**src/source/pokerPkg.sv**
```systemverilog
`default_nettype none

package pokerPkg;

	// card field widths
	localparam int suitWidth = 2;
	localparam int rankWidth = 4;

	// cards per hand
	localparam int handSize = 5;

	// width of the hand type code
	localparam int handTypeWidth = 4;

	// enough bits to count matches up to a full hand
	localparam int countWidth = $clog2(handSize + 1);

	typedef logic [suitWidth-1:0] suitT;
	typedef logic [rankWidth-1:0] rankT;
	typedef logic [countWidth-1:0] countT;

	// ace counts as 1 and king is the top legal rank
	localparam rankT aceRank = rankT'(1);
	localparam rankT tenRank = rankT'(10);
	localparam rankT kingRank = rankT'(13);

	// suit sits above rank in a 6-bit card
	typedef struct packed {
		suitT suit;
		rankT rank;
	} cardT;

	// card 0 in the low bits
	typedef cardT [handSize-1:0] handT;

	// one-hot summary of how the ranks repeat
	typedef struct packed {
		logic fourOfAKind;
		logic fullHouse;
		logic threeOfAKind;
		logic twoPairs;
		logic onePair;
		logic distinctRanks;
	} rankPatternT;

	// hand type codes, weakest hand lowest
	typedef enum logic [handTypeWidth-1:0] {
		highCard = 4'd0,
		onePairHand = 4'd1,
		twoPairsHand = 4'd2,
		threeHand = 4'd3,
		straightHand = 4'd4,
		flushHand = 4'd5,
		fullHouseHand = 4'd6,
		fourHand = 4'd7,
		straightFlushHand = 4'd8
	} handTypeT;

endpackage

`default_nettype wire

```
**src/source/pokerRankMatcher.sv**
```systemverilog
`timescale 1ns/10ps
`default_nettype none

module pokerRankMatcher (
	input  pokerPkg::handT        hand,
	output pokerPkg::rankPatternT rankPattern
);

	// sameRank[i][j] high when cards i and j share a rank
	// diagonal stays low
	logic [pokerPkg::handSize-1:0][pokerPkg::handSize-1:0] sameRank;

	// other cards with the same rank, per card
	// multiplicity of that rank is matchCount + 1
	pokerPkg::countT [pokerPkg::handSize-1:0] matchCount;

	// some card sees three or four partners
	logic anyFour;
	// some card sees exactly two partners
	logic anyThree;
	// number of cards sitting in a plain pair
	pokerPkg::countT pairCards;

	// ten comparisons, mirrored into the full matrix
	always_comb begin
		sameRank = '0;
		for (int i = 0; i < pokerPkg::handSize; i++) begin
			for (int j = i + 1; j < pokerPkg::handSize; j++) begin
				sameRank[i][j] = (hand[i].rank == hand[j].rank);
				sameRank[j][i] = sameRank[i][j];
			end
		end
	end

	// row sums of the matrix
	always_comb begin
		for (int i = 0; i < pokerPkg::handSize; i++) begin
			matchCount[i] = '0;
			for (int j = 0; j < pokerPkg::handSize; j++) begin
				matchCount[i] = matchCount[i] + pokerPkg::countT'(sameRank[i][j]);
			end
		end
	end

	// fold per-card multiplicities into a few flags
	always_comb begin
		anyFour = 1'b0;
		anyThree = 1'b0;
		pairCards = '0;
		for (int i = 0; i < pokerPkg::handSize; i++) begin
			// five of a kind lands here too
			if (matchCount[i] >= pokerPkg::countT'(3))
				anyFour = 1'b1;
			if (matchCount[i] == pokerPkg::countT'(2))
				anyThree = 1'b1;
			if (matchCount[i] == pokerPkg::countT'(1))
				pairCards = pairCards + pokerPkg::countT'(1);
		end
	end

	// pair cards come in twos, so 0, 2 or 4
	// every legal combination maps to exactly one flag
	always_comb begin
		rankPattern = '0;
		rankPattern.fourOfAKind = anyFour;
		rankPattern.fullHouse = anyThree && (pairCards == pokerPkg::countT'(2));
		rankPattern.threeOfAKind = anyThree && (pairCards == '0);
		rankPattern.twoPairs = (pairCards == pokerPkg::countT'(4));
		rankPattern.onePair = !anyThree && (pairCards == pokerPkg::countT'(2));
		// nothing repeats at all
		rankPattern.distinctRanks = !anyFour && !anyThree && (pairCards == '0);
	end

endmodule

`default_nettype wire

```
**src/source/pokerStraightFlushDetector.sv**
```systemverilog
`timescale 1ns/10ps
`default_nettype none

module pokerStraightFlushDetector (
	input  pokerPkg::handT hand,
	input  logic           distinctRanks,
	output logic           straight,
	output logic           flush
);

	// smallest and largest rank in the hand
	pokerPkg::rankT minRank;
	pokerPkg::rankT maxRank;

	// one bit per rank value present in the hand
	logic [(1 << pokerPkg::rankWidth)-1:0] rankSeen;

	// five ranks in a row with the ace low
	logic lowRun;
	// 10 J Q K A
	logic aceHighRun;

	// all suits equal to card 0
	always_comb begin
		flush = 1'b1;
		for (int i = 1; i < pokerPkg::handSize; i++) begin
			if (hand[i].suit != hand[0].suit)
				flush = 1'b0;
		end
	end

	// linear min/max scan
	always_comb begin
		minRank = hand[0].rank;
		maxRank = hand[0].rank;
		for (int i = 1; i < pokerPkg::handSize; i++) begin
			if (hand[i].rank < minRank)
				minRank = hand[i].rank;
			if (hand[i].rank > maxRank)
				maxRank = hand[i].rank;
		end
	end

	// rank presence map
	always_comb begin
		rankSeen = '0;
		for (int i = 0; i < pokerPkg::handSize; i++) begin
			rankSeen[hand[i].rank] = 1'b1;
		end
	end

	// distinct ranks spanning four steps are consecutive
	// A-2-3-4-5 falls out here since the ace is rank 1
	assign lowRun = ((maxRank - minRank) == pokerPkg::rankT'(pokerPkg::handSize - 1));

	// ace taken high, needs the ace plus ten through king
	assign aceHighRun = rankSeen[pokerPkg::aceRank]
		&& (&rankSeen[pokerPkg::kingRank:pokerPkg::tenRank]);

	// repeats rule out a straight
	// the distinct check comes from the rank matcher
	assign straight = distinctRanks && (lowRun || aceHighRun);

endmodule

`default_nettype wire

```
**src/source/pokerHandRanker.sv**
```systemverilog
`timescale 1ns/10ps
`default_nettype none

module pokerHandRanker (
	input  logic                  clk,
	input  logic                  rstN,
	input  logic                  inValid,
	input  pokerPkg::rankPatternT rankPattern,
	input  logic                  straight,
	input  logic                  flush,
	output logic                  outValid,
	output pokerPkg::handTypeT    handType
);

	// hand features held between the two stages
	typedef struct packed {
		pokerPkg::rankPatternT rankPattern;
		logic straight;
		logic flush;
	} featureT;

	// stage one
	logic stageValid;
	featureT stageFeatures;

	// priority encoder output feeding stage two
	pokerPkg::handTypeT nextType;

	// valid bit of stage one
	always_ff @(posedge clk) begin
		if (!rstN)
			stageValid <= 1'b0;
		else
			stageValid <= inValid;
	end

	// features captured only on a strobed hand
	always_ff @(posedge clk) begin
		if (inValid)
			stageFeatures <= '{rankPattern: rankPattern, straight: straight, flush: flush};
	end

	// best hand wins
	// four of a kind and full house beat flush and straight
	always_comb begin
		if (stageFeatures.straight && stageFeatures.flush)
			nextType = pokerPkg::straightFlushHand;
		else if (stageFeatures.rankPattern.fourOfAKind)
			nextType = pokerPkg::fourHand;
		else if (stageFeatures.rankPattern.fullHouse)
			nextType = pokerPkg::fullHouseHand;
		else if (stageFeatures.flush)
			nextType = pokerPkg::flushHand;
		else if (stageFeatures.straight)
			nextType = pokerPkg::straightHand;
		else if (stageFeatures.rankPattern.threeOfAKind)
			nextType = pokerPkg::threeHand;
		else if (stageFeatures.rankPattern.twoPairs)
			nextType = pokerPkg::twoPairsHand;
		else if (stageFeatures.rankPattern.onePair)
			nextType = pokerPkg::onePairHand;
		else
			nextType = pokerPkg::highCard;
	end

	// stage two holds the code until the next valid hand
	always_ff @(posedge clk) begin
		if (!rstN) begin
			outValid <= 1'b0;
			handType <= pokerPkg::highCard;
		end else begin
			outValid <= stageValid;
			if (stageValid)
				handType <= nextType;
		end
	end

	// matcher must hand over exactly one pattern flag per hand
	patternOneHot: assert property (
		@(posedge clk) disable iff (!rstN)
		stageValid |-> $onehot(stageFeatures.rankPattern)
	) else $error("rank pattern not one-hot in stage one");

	// no result without a strobe two edges earlier
	outValidFromStrobe: assert property (
		@(posedge clk) disable iff (!rstN)
		outValid |-> $past(inValid, 2)
	) else $error("outValid without matching inValid");

endmodule

`default_nettype wire

```
**src/source/poker.sv**
```systemverilog
`timescale 1ns/10ps
`default_nettype none

module poker (
	input  logic               clk,
	input  logic               rstN,
	input  logic               inValid,
	input  pokerPkg::handT     hand,
	output logic               outValid,
	output pokerPkg::handTypeT handType
);

	// combinational features of the incoming hand
	pokerPkg::rankPatternT rankPattern;
	logic straight;
	logic flush;

	// per card, rank inside ace..king
	logic [pokerPkg::handSize-1:0] rankLegal;

	// repeats of ranks
	pokerRankMatcher u_rankMatcher (
		.hand        (hand),
		.rankPattern (rankPattern)
	);

	// suits and runs, reusing the matcher's distinct check
	pokerStraightFlushDetector u_straightFlushDetector (
		.hand          (hand),
		.distinctRanks (rankPattern.distinctRanks),
		.straight      (straight),
		.flush         (flush)
	);

	// two register stages and the priority encoder
	pokerHandRanker u_handRanker (
		.clk         (clk),
		.rstN        (rstN),
		.inValid     (inValid),
		.rankPattern (rankPattern),
		.straight    (straight),
		.flush       (flush),
		.outValid    (outValid),
		.handType    (handType)
	);

	for (genvar i = 0; i < pokerPkg::handSize; i++) begin : gRankLegal
		assign rankLegal[i] = (hand[i].rank >= pokerPkg::aceRank)
			&& (hand[i].rank <= pokerPkg::kingRank);
	end

	// ranks 0, 14 and 15 would fool the run detection
	legalRanks: assert property (
		@(posedge clk) disable iff (!rstN)
		inValid |-> (&rankLegal)
	) else $error("strobed hand holds an illegal rank");

endmodule

`default_nettype wire

```
**config.mk**
```make
export PLATFORM = sky130hd
export DESIGN_NAME = poker
export DESIGN_NICKNAME = d
export VERILOG_FILES = /design/src/source/pokerPkg.sv /design/src/source/pokerRankMatcher.sv /design/src/source/pokerStraightFlushDetector.sv /design/src/source/pokerHandRanker.sv /design/src/source/poker.sv
export SDC_FILE = /design/constraint.sdc
export NUM_CORES = 1
export LEC_CHECK = 0
export ABC_CLOCK_PERIOD_IN_PS = 22200
export BUFFER_PORTS_ARGS = -buffer_cell sky130_fd_sc_hd__clkbuf_2
export CAP_MARGIN = 20
export CORE_MARGIN = 2
export CORE_UTILIZATION = 60
export CTS_CLUSTER_SIZE = 25
export DETAILED_ROUTE_END_ITERATION = 10
export GPL_TIMING_DRIVEN = 0
export PLACE_DENSITY = 0.82
export REMOVE_ABC_BUFFERS = 1
export SLEW_MARGIN = 20
export SYNTH_ARGS = -nofsm -noshare
export SYNTH_HDL_FRONTEND = slang
export SYNTH_HIERARCHICAL = 1
export SYNTH_SLANG_ARGS = --single-unit
```
**constraint.sdc**
```tcl
create_clock -name clk -period 22.2 [get_ports clk]
set_input_delay 4.44 -clock clk [delete_from_list [all_inputs] [get_ports clk]]
set_output_delay 4.44 -clock clk [all_outputs]
set_load 0.005 [all_outputs]
```
# After elaboration in Yosys (flattened, before gate mapping)
# Cells that the tools add are included.
[word_totals]
in_bits = 33
wordCells = 145
ff_bits = 13
output_inout_bits = 5
[classes]
mux = 42
bitwise_logic = 4
reduce_logical = 19
addsub = 20
n_lt_le_gt_ge = 23
eq_ne = 27
[ops]
columns = ["cell", "count"]
rows = [
  ["two-way mux 4 bit", 15],
  ["bitwise OR 14 bit", 4],
  ["== test 4 bit", 10],
  ["adder 3 x 1 -> 3 bit", 10],
  ["< comparator 4 x 5 -> 1 bit, second input constant", 5],
  ["demux 1 bit (select 4 bit)", 5],
  [">= comparator 4 x 1 -> 1 bit, second input constant", 5],
  ["== test 3 x 2 -> 1 bit, second input constant", 6],
  ["two-way mux 1 bit", 18],
  ["> comparator 4 bit", 4],
  ["< comparator 4 bit", 4],
  ["== test 3 x 1 -> 1 bit, second input constant", 5],
  [">= comparator 3 x 2 -> 1 bit, second input constant", 5],
  ["logical AND 1 bit", 13],
  ["two-way mux 3 bit", 4],
  ["adder 1 x 1 -> 2 bit", 5],
  ["adder 3 x 1 -> 3 bit, second input constant", 3],
  ["!= test 2 bit", 4],
  ["== test 4 x 3 -> 1 bit, second input constant", 1],
  ["AND reduction 4 bit", 1],
  ["subtractor 4 bit", 1],
  ["== test 3 bit, second input constant", 1],
  ["logical NOT 3 bit", 1],
  ["OR reduction 3 bit", 1],
  ["other kinds (3)", 4],
]

# Longest topological paths before layout
# Gate-level depths: netlist (run 1).
[logic_depth]
ltp_word = 17
depth_mapped = 37

# By module
# The synthesis (run 1) kept the hierarchy.
[modules_own_cells]
columns = ["mod", "seq_area_each_um2", "instances", "cells_each", "area_each_um2"]
rows = [
  ["pokerStraightFlushDetector", 0.0, 1, 234, 1689.1],
  ["pokerRankMatcher", 0.0, 1, 135, 1113.6],
  ["pokerHandRanker", 330.3, 1, 34, 462.9],
]

# Worst setup path before layout (run 1)
# OpenSTA, ideal clock, no wires.
[synth_timing]
kind = "input -> register"
from = "input hand[1] (netlist name)"
to = "register u_handRanker/stageFeatures[1] (netlist name), data pin"
cell_stages = 34
t_required_ns = 22.042
path_buffers = 1
setup_slack_ns = 11.297
setup_ns = 0.158
arrival_time_ns = 10.745
path_cell_list = "inv_1 -> ha_1 -> and2b_1 -> o211ai_2 -> a21oi_1 -> mux2_2 -> ha_1 -> inv_1 -> or4_4 -> a2bb2oi_4 -> a21oi_2 -> mux2_4 -> ha_1 -> nor2b_1 -> o21ai_0 -> nand2b_1 -> a21oi_1 -> a41o_1 -> buf_6 -> nor2_1 -> a21oi_1 -> ha_1 -> nor2b_1 -> o21a_1 -> o21a_1 -> o21ai_1 -> mux2i_4 -> ha_1 -> nor2b_1 -> xnor2_1 -> nand4_1 -> or4_1 -> and3_1 -> o211ai_1"
[synth_between]
elab_chain_len = 17
[synth_rtl]
columns = ["item", "line_no", "text"]
rows = [
  ["start: declaration", "poker.sv:8", "input pokerPkg::handT hand,"],
  ["== test 4 bit", "pokerRankMatcher.sv:29", "sameRank[i][j] = (hand[i].rank == hand[j].rank);"],
  ["adder 1 x 1 -> 2 bit", "pokerRankMatcher.sv:40", "matchCount[i] = matchCount[i] + pokerPkg::countT'(sameRank[i][j]);"],
  ["adder 3 x 1 -> 3 bit (2 in series)", "pokerRankMatcher.sv:40", ""],
  ["== test 3 x 1 -> 1 bit", "pokerRankMatcher.sv:56", "if (matchCount[i] == pokerPkg::countT'(1))"],
  ["two-way mux 1 bit", "pokerRankMatcher.sv:56", ""],
  ["adder 1 x 1 -> 2 bit", "pokerRankMatcher.sv:57", "pairCards = pairCards + pokerPkg::countT'(1);"],
  ["two-way mux 3 bit", "pokerRankMatcher.sv:56", ""],
  ["adder 3 x 1 -> 3 bit", "pokerRankMatcher.sv:57", ""],
  ["two-way mux 3 bit", "pokerRankMatcher.sv:56", ""],
  ["adder 3 x 1 -> 3 bit", "pokerRankMatcher.sv:57", ""],
  ["two-way mux 3 bit", "pokerRankMatcher.sv:56", ""],
  ["adder 3 x 1 -> 3 bit", "pokerRankMatcher.sv:57", ""],
  ["two-way mux 3 bit", "pokerRankMatcher.sv:56", ""],
  ["logical NOT 3 bit", "pokerRankMatcher.sv:71", "rankPattern.distinctRanks = !anyFour && !anyThree && (pairCards == '0);"],
  ["logical AND 1 bit", "pokerRankMatcher.sv:71", ""],
  ["logical AND 1 bit *", "pokerStraightFlushDetector.sv:62", "assign straight = distinctRanks && (lowRun || aceHighRun);"],
  ["named net straight", "poker.sv:15", "logic straight;"],
  ["end signal: assignment", "pokerHandRanker.sv:40", "stageFeatures <= '{rankPattern: rankPattern, straight: straight, flush: flush};"],
  ["end: declaration", "pokerHandRanker.sv:24", "featureT stageFeatures;"],
]
# Mark *: on every way through the listed nets, which the timed path passes. The rest lies on a longest branch.
# A chain may end at the register's enable or synchronous reset.

# Worst setup path after layout (run 1)
# Ends and elaborated chain as after synthesis.

==> out/metrics.yaml, run 1 <==
final_layout:
  multi_input_area_um2: 2800
  stdcell_count: 508
  regArea_um2: 330
  drive_above_1_share: 0.174
  syn2layout_area_growth_pct: 8.70
  nFillCells: 431
  antennaDiodeCount: 0
  finalNetCount: 519
floorplanning:
  die_h_um: 77.8
  top_level_ports: 38
  start_util: 0.631
  core-area_um2: 5170
  rows: 26
  die_area_um2: 6050
  die_width_um: 77.8
clock_tree:
  ctsHtreeMaxLevel: 1
  cts-resized-gates: 0
  numClockSinks: 13
  cts_tree: "built"
  worstSkewPairLatency_ns: 0.24
  root_buffer: "clkbuf_8"
  clk_pin_slew_ns: 0.05
  ctsHoldBuffers: 0
  cts_setup_buffers: 0
  clk_path_buf_depth: 2
  numCtsBuffers: 3
synthesis:
  syn_area_um2: 3270
  synth_area_leaders: "ha_1 18%, xor2_1 10%, edfxtp_1 6.4%"
  postSynthAreaPerCell_um2: 8.10
  yosysWarnings: 6
  synth_area_leader_cell: "ha_1"
  syn_inst: 403
  synthArstFlopShare: 0
  synth.top_cell.area_share: 0.176
  ys_types: 75
  synth-seq-area-share: 0.101
  ys_seq_elements: 13
  synthFlopType: "edfxtp_1"
  synth_edf_count: 7
pwr:
  p_leak_nw: 1.66
  peakVddDrop_uv: 38.5
  p_per_area_nw_per_um2: 52.1
timing:
  rsz0062_at_grt: "no"
  drv_slew: 0
  fmax_mhz: 82.5
  tightest_slew_ns: 0.891
  slew_headroom: 0.400
  hold_viol: 0
  fin_crit_sh: 0.546
  setup_violations: 0
  post-route-min-period_ns: 12.12
  clock_skew_ns: 0.00582
  fin_setup_tns_ns: 0
critical_path:
  cp.arrival_ns: 12.17
  worstSetupStartpointType: "input port"
  crit_top_cell: "ha_1"
  cp.required_ns: 22.26
  crit_fanout: 10
  worst_path_max_delay_cell: "o21ai_1"
  cpPeakStageDelay_ns: 0.60
  cp-end-kind: "flip-flop"
  r2r_cells: 3
  critPathKind: "in -> reg"
global_routing:
  first_global_vias: 3153
  antenna_found_initial: 0
  grt_max_degree: 15
  grt_overflow: 0
  grt_pass1_wl_mm: 13.8
  gr-usage-all-layers: 0.269
run:
  maxCapViolations: 0
hold_path:
  min_path_type: "reg -> reg"
  whs_path_depth: 2
route:
  drtIter0Drc: 135
  ant_nets: 0
  num_vias: 3193
  drt-vias-per-instance: 6.29
  post_drt_wl_per_cell_um: 15.5
  drtPass1Iterations: 5
  drt-total-wl_mm: 7.89
  drc: 0
placement:
  dp.cells: 504
  dp_hpwl_mm: 6.21
  gp_congestion: 0.936
  io_buffers: 37
outcome:
  outcome: "finished clean"
## worst paths after layout
check	start	end	slack [ns]
max	hand[1]	u_handRanker/stageFeatures[1]$_DFFE_PP_	10.08
min	u_handRanker/handType[3]$_SDFFE_PN0P_	u_handRanker/handType[3]$_SDFFE_PN0P_	0.48
max reg2reg	u_handRanker/stageFeatures[1]$_DFFE_PP_	u_handRanker/handType[2]$_SDFFE_PN0P_	21.22
min reg2reg	u_handRanker/handType[3]$_SDFFE_PN0P_	u_handRanker/handType[3]$_SDFFE_PN0P_	0.48
## per-stage QoR
step / instance area (µm²) / total power, mW / hold WS (ns) / setup WS (ns) / utilization
final: 3550 / 0.185 / 0.483 / 10.08 / 0.686
after global routing: 3550 / 0.204 / 0.515 / 9.54 / 0.686
after CTS: 3550 / 0.184 / 0.488 / 10.20 / 0.686
after detailed placement: 3500 / 0.163 / 0.485 / 9.98 / 0.678
after global placement: 3500 / 0.159 / 0.471 / 10.15 / 0.678
after floorplan: 3230 / 0.132 / 0.473 / 11.29 / -
## placed cells by master (no fill, tap or decap), types with 7 or more instances in the layout
cell      instances
clkbuf_2         37
nand2_1          22
nor2b_1           9
edfxtp_1          7
xor2_1           38
nor2_1           28
a21oi_1          21
nand2b_1          8
nor4_1           19
xnor2_1          12
inv_1            28
ha_1             46
mux2_2            9
nand4_1          11
o21ai_0          14
## Yosys cell counts, types with 7 or more instances
cell type,instances
ha_1,46
xor2_1,38
inv_1,28
nor2_1,28
nand2_1,22
a21oi_1,21
nor4_1,19
o21ai_0,14
xnor2_1,12
nand4_1,11
mux2_2,9
nor2b_1,9
nand2b_1,8
edfxtp_1,7
## kinds of logic after synthesis
logic type	Yosys count	share of synthesized area
DFF	13	0.101
AOI/OAI and AO/OA	95	0.213
xor gates and xnor gates	50	0.134
buffers and inverters	34	0.0425
and+or+nand+nor	148	0.267
muxes	16	0.0594
adders and majority gates	47	0.182
## final cells by class
| cell class | count | area share |
|---|---|---|
| clock buffers | 4 | 0.0127 |
| inverters | 28 | 0.0296 |
| multi-input cells | 356 | 0.788 |
| flip-flops and latches | 13 | 0.0931 |
| well taps | 70 | 0.0247 |
| repair buffers | 37 | 0.0522 |
## critical path: cells and delay by family
family          cells  cell delay [ns]
xor+xnor            1             0.16
buf+inv             3             0.51
fa+ha+maj           5             1.41
compound gates     13             3.20
mux                 2             0.69
simple gates       10             1.77
## sequential cells by signal, indices dropped and copies added (netlist names)
name,flops
u_handRanker/handType,4
u_handRanker/outValid,1
u_handRanker/stageValid,1
u_handRanker/stageFeatures,7
## power by group
part           switching, mW  total (mW)  internal (mW)  leakage, nW
Sequential           0.00134      0.0296         0.0283        0.116
Combinational         0.0740       0.135         0.0613         1.52
Clock                0.00749      0.0201         0.0126       0.0228
Total                 0.0829       0.185          0.102         1.66
## routing by layer
metal	global-route usage	routed length (µm)	part of all wire
met1	0.360	3520	0.45
met2	0.476	3900	0.49
met3	0.0186	347	0.044
met4	0.0500	122	0.015
met5	0	0	0
Note: power is estimated with default switching activity, not from simulation.
==> inputs of run 2 (changes only) <==
--- a/config.mk
+++ b/config.mk
@@ -5,15 +5,15 @@
 export SDC_FILE = /design/constraint.sdc
 export NUM_CORES = 1
 export LEC_CHECK = 0
-export ABC_CLOCK_PERIOD_IN_PS = 22200
+export ABC_CLOCK_PERIOD_IN_PS = 10910
 export BUFFER_PORTS_ARGS = -buffer_cell sky130_fd_sc_hd__clkbuf_2
 export CAP_MARGIN = 20
 export CORE_MARGIN = 2
-export CORE_UTILIZATION = 60
+export CORE_UTILIZATION = 55
 export CTS_CLUSTER_SIZE = 25
 export DETAILED_ROUTE_END_ITERATION = 10
 export GPL_TIMING_DRIVEN = 0
-export PLACE_DENSITY = 0.82
+export PLACE_DENSITY = 0.79
 export REMOVE_ABC_BUFFERS = 1
 export SLEW_MARGIN = 20
 export SYNTH_ARGS = -nofsm -noshare
==> constraint.sdc (replaced) <==
create_clock -name clk -period 10.91 [get_ports clk]
set_input_delay 2.182 -clock clk [delete_from_list [all_inputs] [get_ports clk]]
set_output_delay 2.182 -clock clk [all_outputs]
set_load 0.005 [all_outputs]
==> out/metrics.yaml, run 2 (same netlist as run 1, synthesis figures left out) <==
timing:
  fmax_mhz: 101
  fin_crit_sh: 0.903
  rsz0062_at_grt: "no"
  hold_viol: 0  # unchanged
  fin_setup_tns_ns: 0  # unchanged
  slew_headroom: 0.413  # +0.0129
  post-route-min-period_ns: 9.85
  tightest_slew_ns: 0.872  # -0.0192 ns
  whs_ns: 0.490  # +0.00704 ns
  clock_skew_ns: 0.00189  # -0.00393 ns
  setup_violations: 0  # unchanged
  drv_slew: 0  # unchanged
pwr:
  p_per_area_nw_per_um2: 106  # +100%
  p_leak_nw: 1.66  # unchanged
  finalPower_mw: 0.375  # +100%
  peakVddDrop_uv: 81.7  # +110%
outcome:
  outcome: "finished clean"
final_layout:
  finalNetCount: 519  # unchanged
  reg_top3: "u_handRanker/stageFeatures: 7 flops, u_handRanker/handType: 4 flops"
  syn2layout_area_growth_pct: 8.89
  nFillCells: 523  # +21%
  antennaDiodeCount: 0  # unchanged
  final_cell_mix: "46 x ha_1, 38 x xor2_1, 37 x clkbuf_2"
  regMostFlops: "u_handRanker/stageFeatures"
  largest_reg_flops: 7  # unchanged
  drive_above_1_share: 0.174  # unchanged
  final_common_cell: "ha_1"
  stdcell_count: 513  # +0.98%
route:
  drtPass1Iterations: 4  # -1
  drt-total-wl_mm: 7.82  # -0.91%
  ant_nets: 0  # unchanged
  num_vias: 3174  # -0.60%
  drtIter0Drc: 125  # -7.4%
  drc: 0  # unchanged
  post_drt_wl_per_cell_um: 15.2  # -1.9%
  drt-vias-per-instance: 6.19  # -1.6%
clock_tree:
  cts_setup_buffers: 0  # unchanged
  clk_path_buf_depth: 2  # unchanged
  cts_tree: "built"
  numClockSinks: 13  # unchanged
  worstSkewPairLatency_ns: 0.24  # about the same
  clk_pin_slew_ns: 0.05  # about the same
  ctsHtreeMaxLevel: 1  # unchanged
  numCtsBuffers: 3  # unchanged
  cts-resized-gates: 0  # unchanged
  ctsHoldBuffers: 0  # unchanged
  root_buffer: "clkbuf_8"
critical_path:
  r2r_start: "u_handRanker/stageFeatures[1]$_DFFE_PP_"
  crit_top_cell: "ha_1"
  worst_path_max_delay_cell: "o21ai_1"
  cp-startpoint: "hand[1]"
  cp.arrival_ns: 9.93  # -2.24 ns
  cp-end-kind: "flip-flop"
  worstSetupStartpointType: "input port"
  cp.required_ns: 10.99  # -11.27 ns
  critPathKind: "in -> reg"
  crit_fanout: 10  # unchanged
  cpPeakStageDelay_ns: 0.61  # about the same
global_routing:
  antenna_found_initial: 0  # unchanged
  first_global_vias: 2913  # -7.6%
  gr-usage-all-layers: 0.244  # -0.0251
  grt_max_degree: 15  # unchanged
  grt_overflow: 0  # unchanged
  grt_pass1_wl_mm: 13.0  # -6.0%
floorplanning:
  start_util: 0.562  # -0.0698
  core-area_um2: 5820  # +12%
  die_h_um: 81.1  # +4.2%
  die_width_um: 81.1  # +4.2%
  rows: 28  # +7.7%
  die_area_um2: 6570  # +8.6%
  top_level_ports: 38  # unchanged
placement:
  gp_congestion: 0.916  # -2.1%
  dp_hpwl_mm: 6.17  # -0.54%
  io_buffers: 37  # unchanged
  dp.cells: 509  # +0.99%
hold_path:
  hp-start: "u_handRanker/handType[3]$_SDFFE_PN0P_"
  min_path_type: "reg -> reg"
run:
  maxCapViolations: 0  # unchanged
==> run 2: cell counts in the layout (fill, tap and decap cells not counted) <==
Identical to the previous run, type by type.
==> run 2: critical path, delay by kind of cell <==
family / cells / cell delay [ns]
buffers and inverters: 3 / 0.50
multiplexers: 3 / 1.11
XOR/XNOR: 1 / 0.15
AO/OA/AOI/OAI: 12 / 2.96
adder cells (fa/ha/maj): 5 / 1.41
AND/OR/NAND/NOR: 8 / 1.58
==> run 2: layer usage <==
layer / global-route usage / part of all wire / vias up
met5: 0 / 0 / -
li1: - / - / 1594
met4: 0.0441 / 0.0037 / 0
met2: 0.450 / 0.50 / 81
met3: 0.0200 / 0.045 / 4
met1: 0.310 / 0.45 / 1495
==> run 2: path summary, 6_finish.rpt <==
check,end,slack (ns),depth (start not counted)
setup / recovery,u_handRanker/stageFeatures[1]$_DFFE_PP_,1.06,32
hold / removal,u_handRanker/handType[3]$_SDFFE_PN0P_,0.49,2
setup reg to reg,u_handRanker/handType[2]$_SDFFE_PN0P_,9.92,3
hold reg to reg,u_handRanker/handType[3]$_SDFFE_PN0P_,0.49,2
==> run 2: layout make-up <==
type | count | area, µm² | share of cell area
clock buffers | 4 | 45.0 | 0.0127
inverters | 28 | 105 | 0.0296
multi-input cells | 356 | 2800 | 0.786
flip-flops and latches | 13 | 330 | 0.0929
well taps | 75 | 93.8 | 0.0264
repair buffers | 37 | 185 | 0.0521
==> run 2: per-stage QoR <==
step,utilization,instance area (µm²),setup slack [ns]
after floorplan,-,3230,2.26
after global placement,0.604,3510,1.25
after detailed placement,0.604,3510,0.935
after CTS,0.611,3560,1.15
after global routing,0.611,3560,0.412
final,0.611,3560,1.06
==> run 2: power by group <==
group | switching, mW | total [mW] | internal [mW] | leakage, nW
Sequential | 0.00259 | 0.0601 | 0.0575 | 0.116
Clock | 0.0149 | 0.0406 | 0.0256 | 0.0228
Combinational | 0.149 | 0.275 | 0.125 | 1.52
Total | 0.167 | 0.375 | 0.208 | 1.66
==> inputs of run 3 (changes only) <==
--- a/config.mk
+++ b/config.mk
@@ -5,6 +5,7 @@
 export SDC_FILE = /design/constraint.sdc
 export NUM_CORES = 1
 export LEC_CHECK = 0
+export ABC_AREA = 1
 export ABC_CLOCK_PERIOD_IN_PS = 10910
 export BUFFER_PORTS_ARGS = -buffer_cell sky130_fd_sc_hd__clkbuf_2
 export CAP_MARGIN = 20
==> out/metrics.yaml, run 3 <==
clock_tree:
  clk_path_buf_depth: 2  # unchanged
  cts_tree: "built"
  numCtsBuffers: 3  # unchanged
  cts_setup_buffers: 0  # unchanged
  ctsHoldBuffers: 0  # unchanged
  numClockSinks: 13  # unchanged
  clk_pin_slew_ns: 0.05  # about the same
  ctsHtreeMaxLevel: 1  # unchanged
  cts-resized-gates: 0  # unchanged
  worstSkewPairLatency_ns: 0.23  # about the same
  root_buffer: "clkbuf_8"
critical_path:
  cp.arrival_ns: 7.40  # -2.53 ns
  crit_fanout: 10  # unchanged
  reg2reg_slack_ns: 9.82  # -0.10 ns
  worstSetupStartpointType: "input port"
  cpPeakStageDelay_ns: 0.32  # -0.29 ns
  critPathKind: "in -> reg"
  crit_top_cell: "nand2_1"
  cp-end-kind: "flip-flop"
  worst_path_max_delay_cell: "ha_1"
  cp-startpoint: "hand[1]"
  r2r_start: "u_handRanker/stageFeatures[0]$_DFFE_PP_"
  cp.required_ns: 10.88  # -0.11 ns
timing:
  post-route-min-period_ns: 7.43  # -2.42 ns
  fmax_mhz: 135  # +33%
  hold_viol: 0  # unchanged
  setup_violations: 0  # unchanged
  tightest_slew_ns: 0.760  # -0.112 ns
  fin_setup_tns_ns: 0  # unchanged
  clock_skew_ns: 0.000452  # -0.00144 ns
  fin_crit_sh: 0.681  # -0.222
  rsz0062_at_grt: "no"
  drv_slew: 0  # unchanged
  slew_headroom: 0.489  # +0.0753
final_layout:
  reg_top3: "u_handRanker/stageFeatures: 7 flops, u_handRanker/handType: 4 flops"
  finalNetCount: 616  # +19%
  final_cell_mix: "123 x nand2_1, 76 x inv_1, 46 x ha_1"
  stdcell_count: 610  # +19%
  regMostFlops: "u_handRanker/stageFeatures"
  largest_reg_flops: 7  # unchanged
  final_common_cell: "nand2_1"
  syn2layout_area_growth_pct: 8.92  # about the same
  drive_above_1_share: 0.174  # +0.000316
  antennaDiodeCount: 0  # unchanged
  nFillCells: 572  # +9.4%
global_routing:
  grt_overflow: 0  # unchanged
  grt_pass1_wl_mm: 13.3  # +2.8%
  first_global_vias: 3148  # +8.1%
  antenna_found_initial: 0  # unchanged
  gr-usage-all-layers: 0.248  # +0.00407
  grt_max_degree: 15  # unchanged
synthesis:
  ys_types: 49  # -35%
  synth_area_leaders: "ha_1 18%, nand2_1 14%, inv_1 8.7%"
  synthTopCellsByCount: "123 x nand2_1, 76 x inv_1, 46 x ha_1"
  yosysWarnings: 6  # unchanged
  yosysMostFrequentCell: "nand2_1"
  synth-seq-area-share: 0.101  # about the same
  synth_edf_count: 7  # unchanged
  ys_seq_elements: 13  # unchanged
  postSynthAreaPerCell_um2: 6.54  # -19%
  syn_inst: 500  # +24%
  synth_area_leader_cell: "ha_1"
  synth.top_cell.area_share: 0.176  # about the same
  synthFlopType: "edfxtp_1"
  synthArstFlopShare: 0  # unchanged
  syn_area_um2: 3270  # about the same
placement:
  dp.cells: 606  # +19%
  gp_congestion: 0.844  # -7.9%
  dp_hpwl_mm: 6.23  # +0.92%
  io_buffers: 37  # unchanged
pwr:
  p_leak_nw: 1.92  # +16%
  p_seq_frac: 0.163  # +0.003
  p_sw_mw: 0.181  # +8.7%
  p_per_area_nw_per_um2: 103  # -2.7%
  switching_share: 0.497  # +0.0516
  p_int_mw: 0.184  # -12%
  peakVddDrop_uv: 56.8  # -30%
  pwr-share-clk: 0.113  # +0.005
  power_frac_comb: 0.725  # -0.007
floorplanning:
  rows: 28  # unchanged
  die_width_um: 81.1  # about the same
  top_level_ports: 38  # unchanged
  core-area_um2: 5820  # unchanged
  start_util: 0.562  # about the same
  die_h_um: 81.1  # about the same
  die_area_um2: 6570  # about the same
hold_path:
  hp-start: "u_handRanker/stageValid$_SDFF_PN0_"
  min_path_type: "reg -> reg"
route:
  post_drt_wl_per_cell_um: 12.7  # -17%
  drt-vias-per-instance: 5.53  # -11%
  drtIter0Drc: 163  # +30%
  drc: 0  # unchanged
  ant_nets: 0  # unchanged
  drt-total-wl_mm: 7.72  # -1.2%
  drtPass1Iterations: 5  # +1
  num_vias: 3375  # +6.3%
outcome:
  outcome: "finished clean"
run:
  maxCapViolations: 0  # unchanged
## run 3: changes by cell type after synthesis, moves of 12 or more
cell	before	now
nand2_2	0	14
nand3_2	0	12
inv_1	28	76
xor2_1	38	15
nand3_1	6	30
nand2_1	22	123
nor4_1	19	5
## run 3: final cells by class
cell class,instances,area [µm²],share of cell area
flip-flops and latches,13,330,0.0928
clock buffers,4,45.0,0.0127
inverters,83,313,0.0879
multi-input cells,398,2590,0.728
repair buffers,37,185,0.0520
well taps,75,93.8,0.0264
## run 3: routing by layer
layer	track usage	vias up	share of wire
met1	0.318	1545	0.46
li1	-	1713	-
met3	0.0144	11	0.053
met2	0.455	106	0.47
met5	0	-	0
met4	0.0542	0	0.0098
## run 3: path summary, 6_finish.rpt
| kind | to | cells after the start |
|---|---|---|
| max | u_handRanker/stageFeatures[1]$_DFFE_PP_ | 40 |
| min reg2reg | u_handRanker/outValid$_SDFF_PN0_ | 2 |
| min | u_handRanker/outValid$_SDFF_PN0_ | 2 |
| max reg2reg | u_handRanker/handType[1]$_SDFFE_PN0P_ | 5 |
## run 3: critical path: cells and delay by family
| family | cells | cell delay [ns] |
|---|---|---|
| AND/OR/NAND/NOR | 21 | 2.15 |
| adder cells (fa/ha/maj) | 5 | 1.39 |
| AO/OA/AOI/OAI | 8 | 0.95 |
| buffers and inverters | 6 | 0.71 |
## run 3: per-stage QoR
stage | total power [mW] | utilization | worst slack (ns) | area [µm²] | hold slack [ns]
6_report | 0.365 | 0.612 | 3.48 | 3560 | 0.458
5_1_grt | 0.409 | 0.612 | 2.90 | 3560 | 0.491
4_1_cts | 0.365 | 0.612 | 3.54 | 3560 | 0.457
3_5_place_dp | 0.322 | 0.604 | 3.30 | 3510 | 0.452
3_3_place_gp | 0.309 | 0.604 | 3.47 | 3510 | 0.447
2_1_floorplan | 0.262 | - | 4.13 | 3240 | 0.433
## run 3: kinds of logic (layout without fill, tap and decap cells)
group | after synthesis | count (layout) | synth area share
simple gates | 256 | 256 | 0.403
buf+inv | 89 | 124 | 0.106
compound gates | 59 | 59 | 0.112
fa+ha+maj | 47 | 47 | 0.182
xor+xnor | 36 | 36 | 0.0965
flops | 13 | 13 | 0.101
## run 3: power by group through the flow
stage	Sequential (mW)	Clock, mW	Combinational [mW]
after floorplan	0.0599	0	0.202
after global placement	0.0600	0	0.249
after detailed placement	0.0604	0	0.262
after CTS	0.0594	0.0427	0.263
after global routing	0.0601	0.0451	0.304
final	0.0594	0.0412	0.265
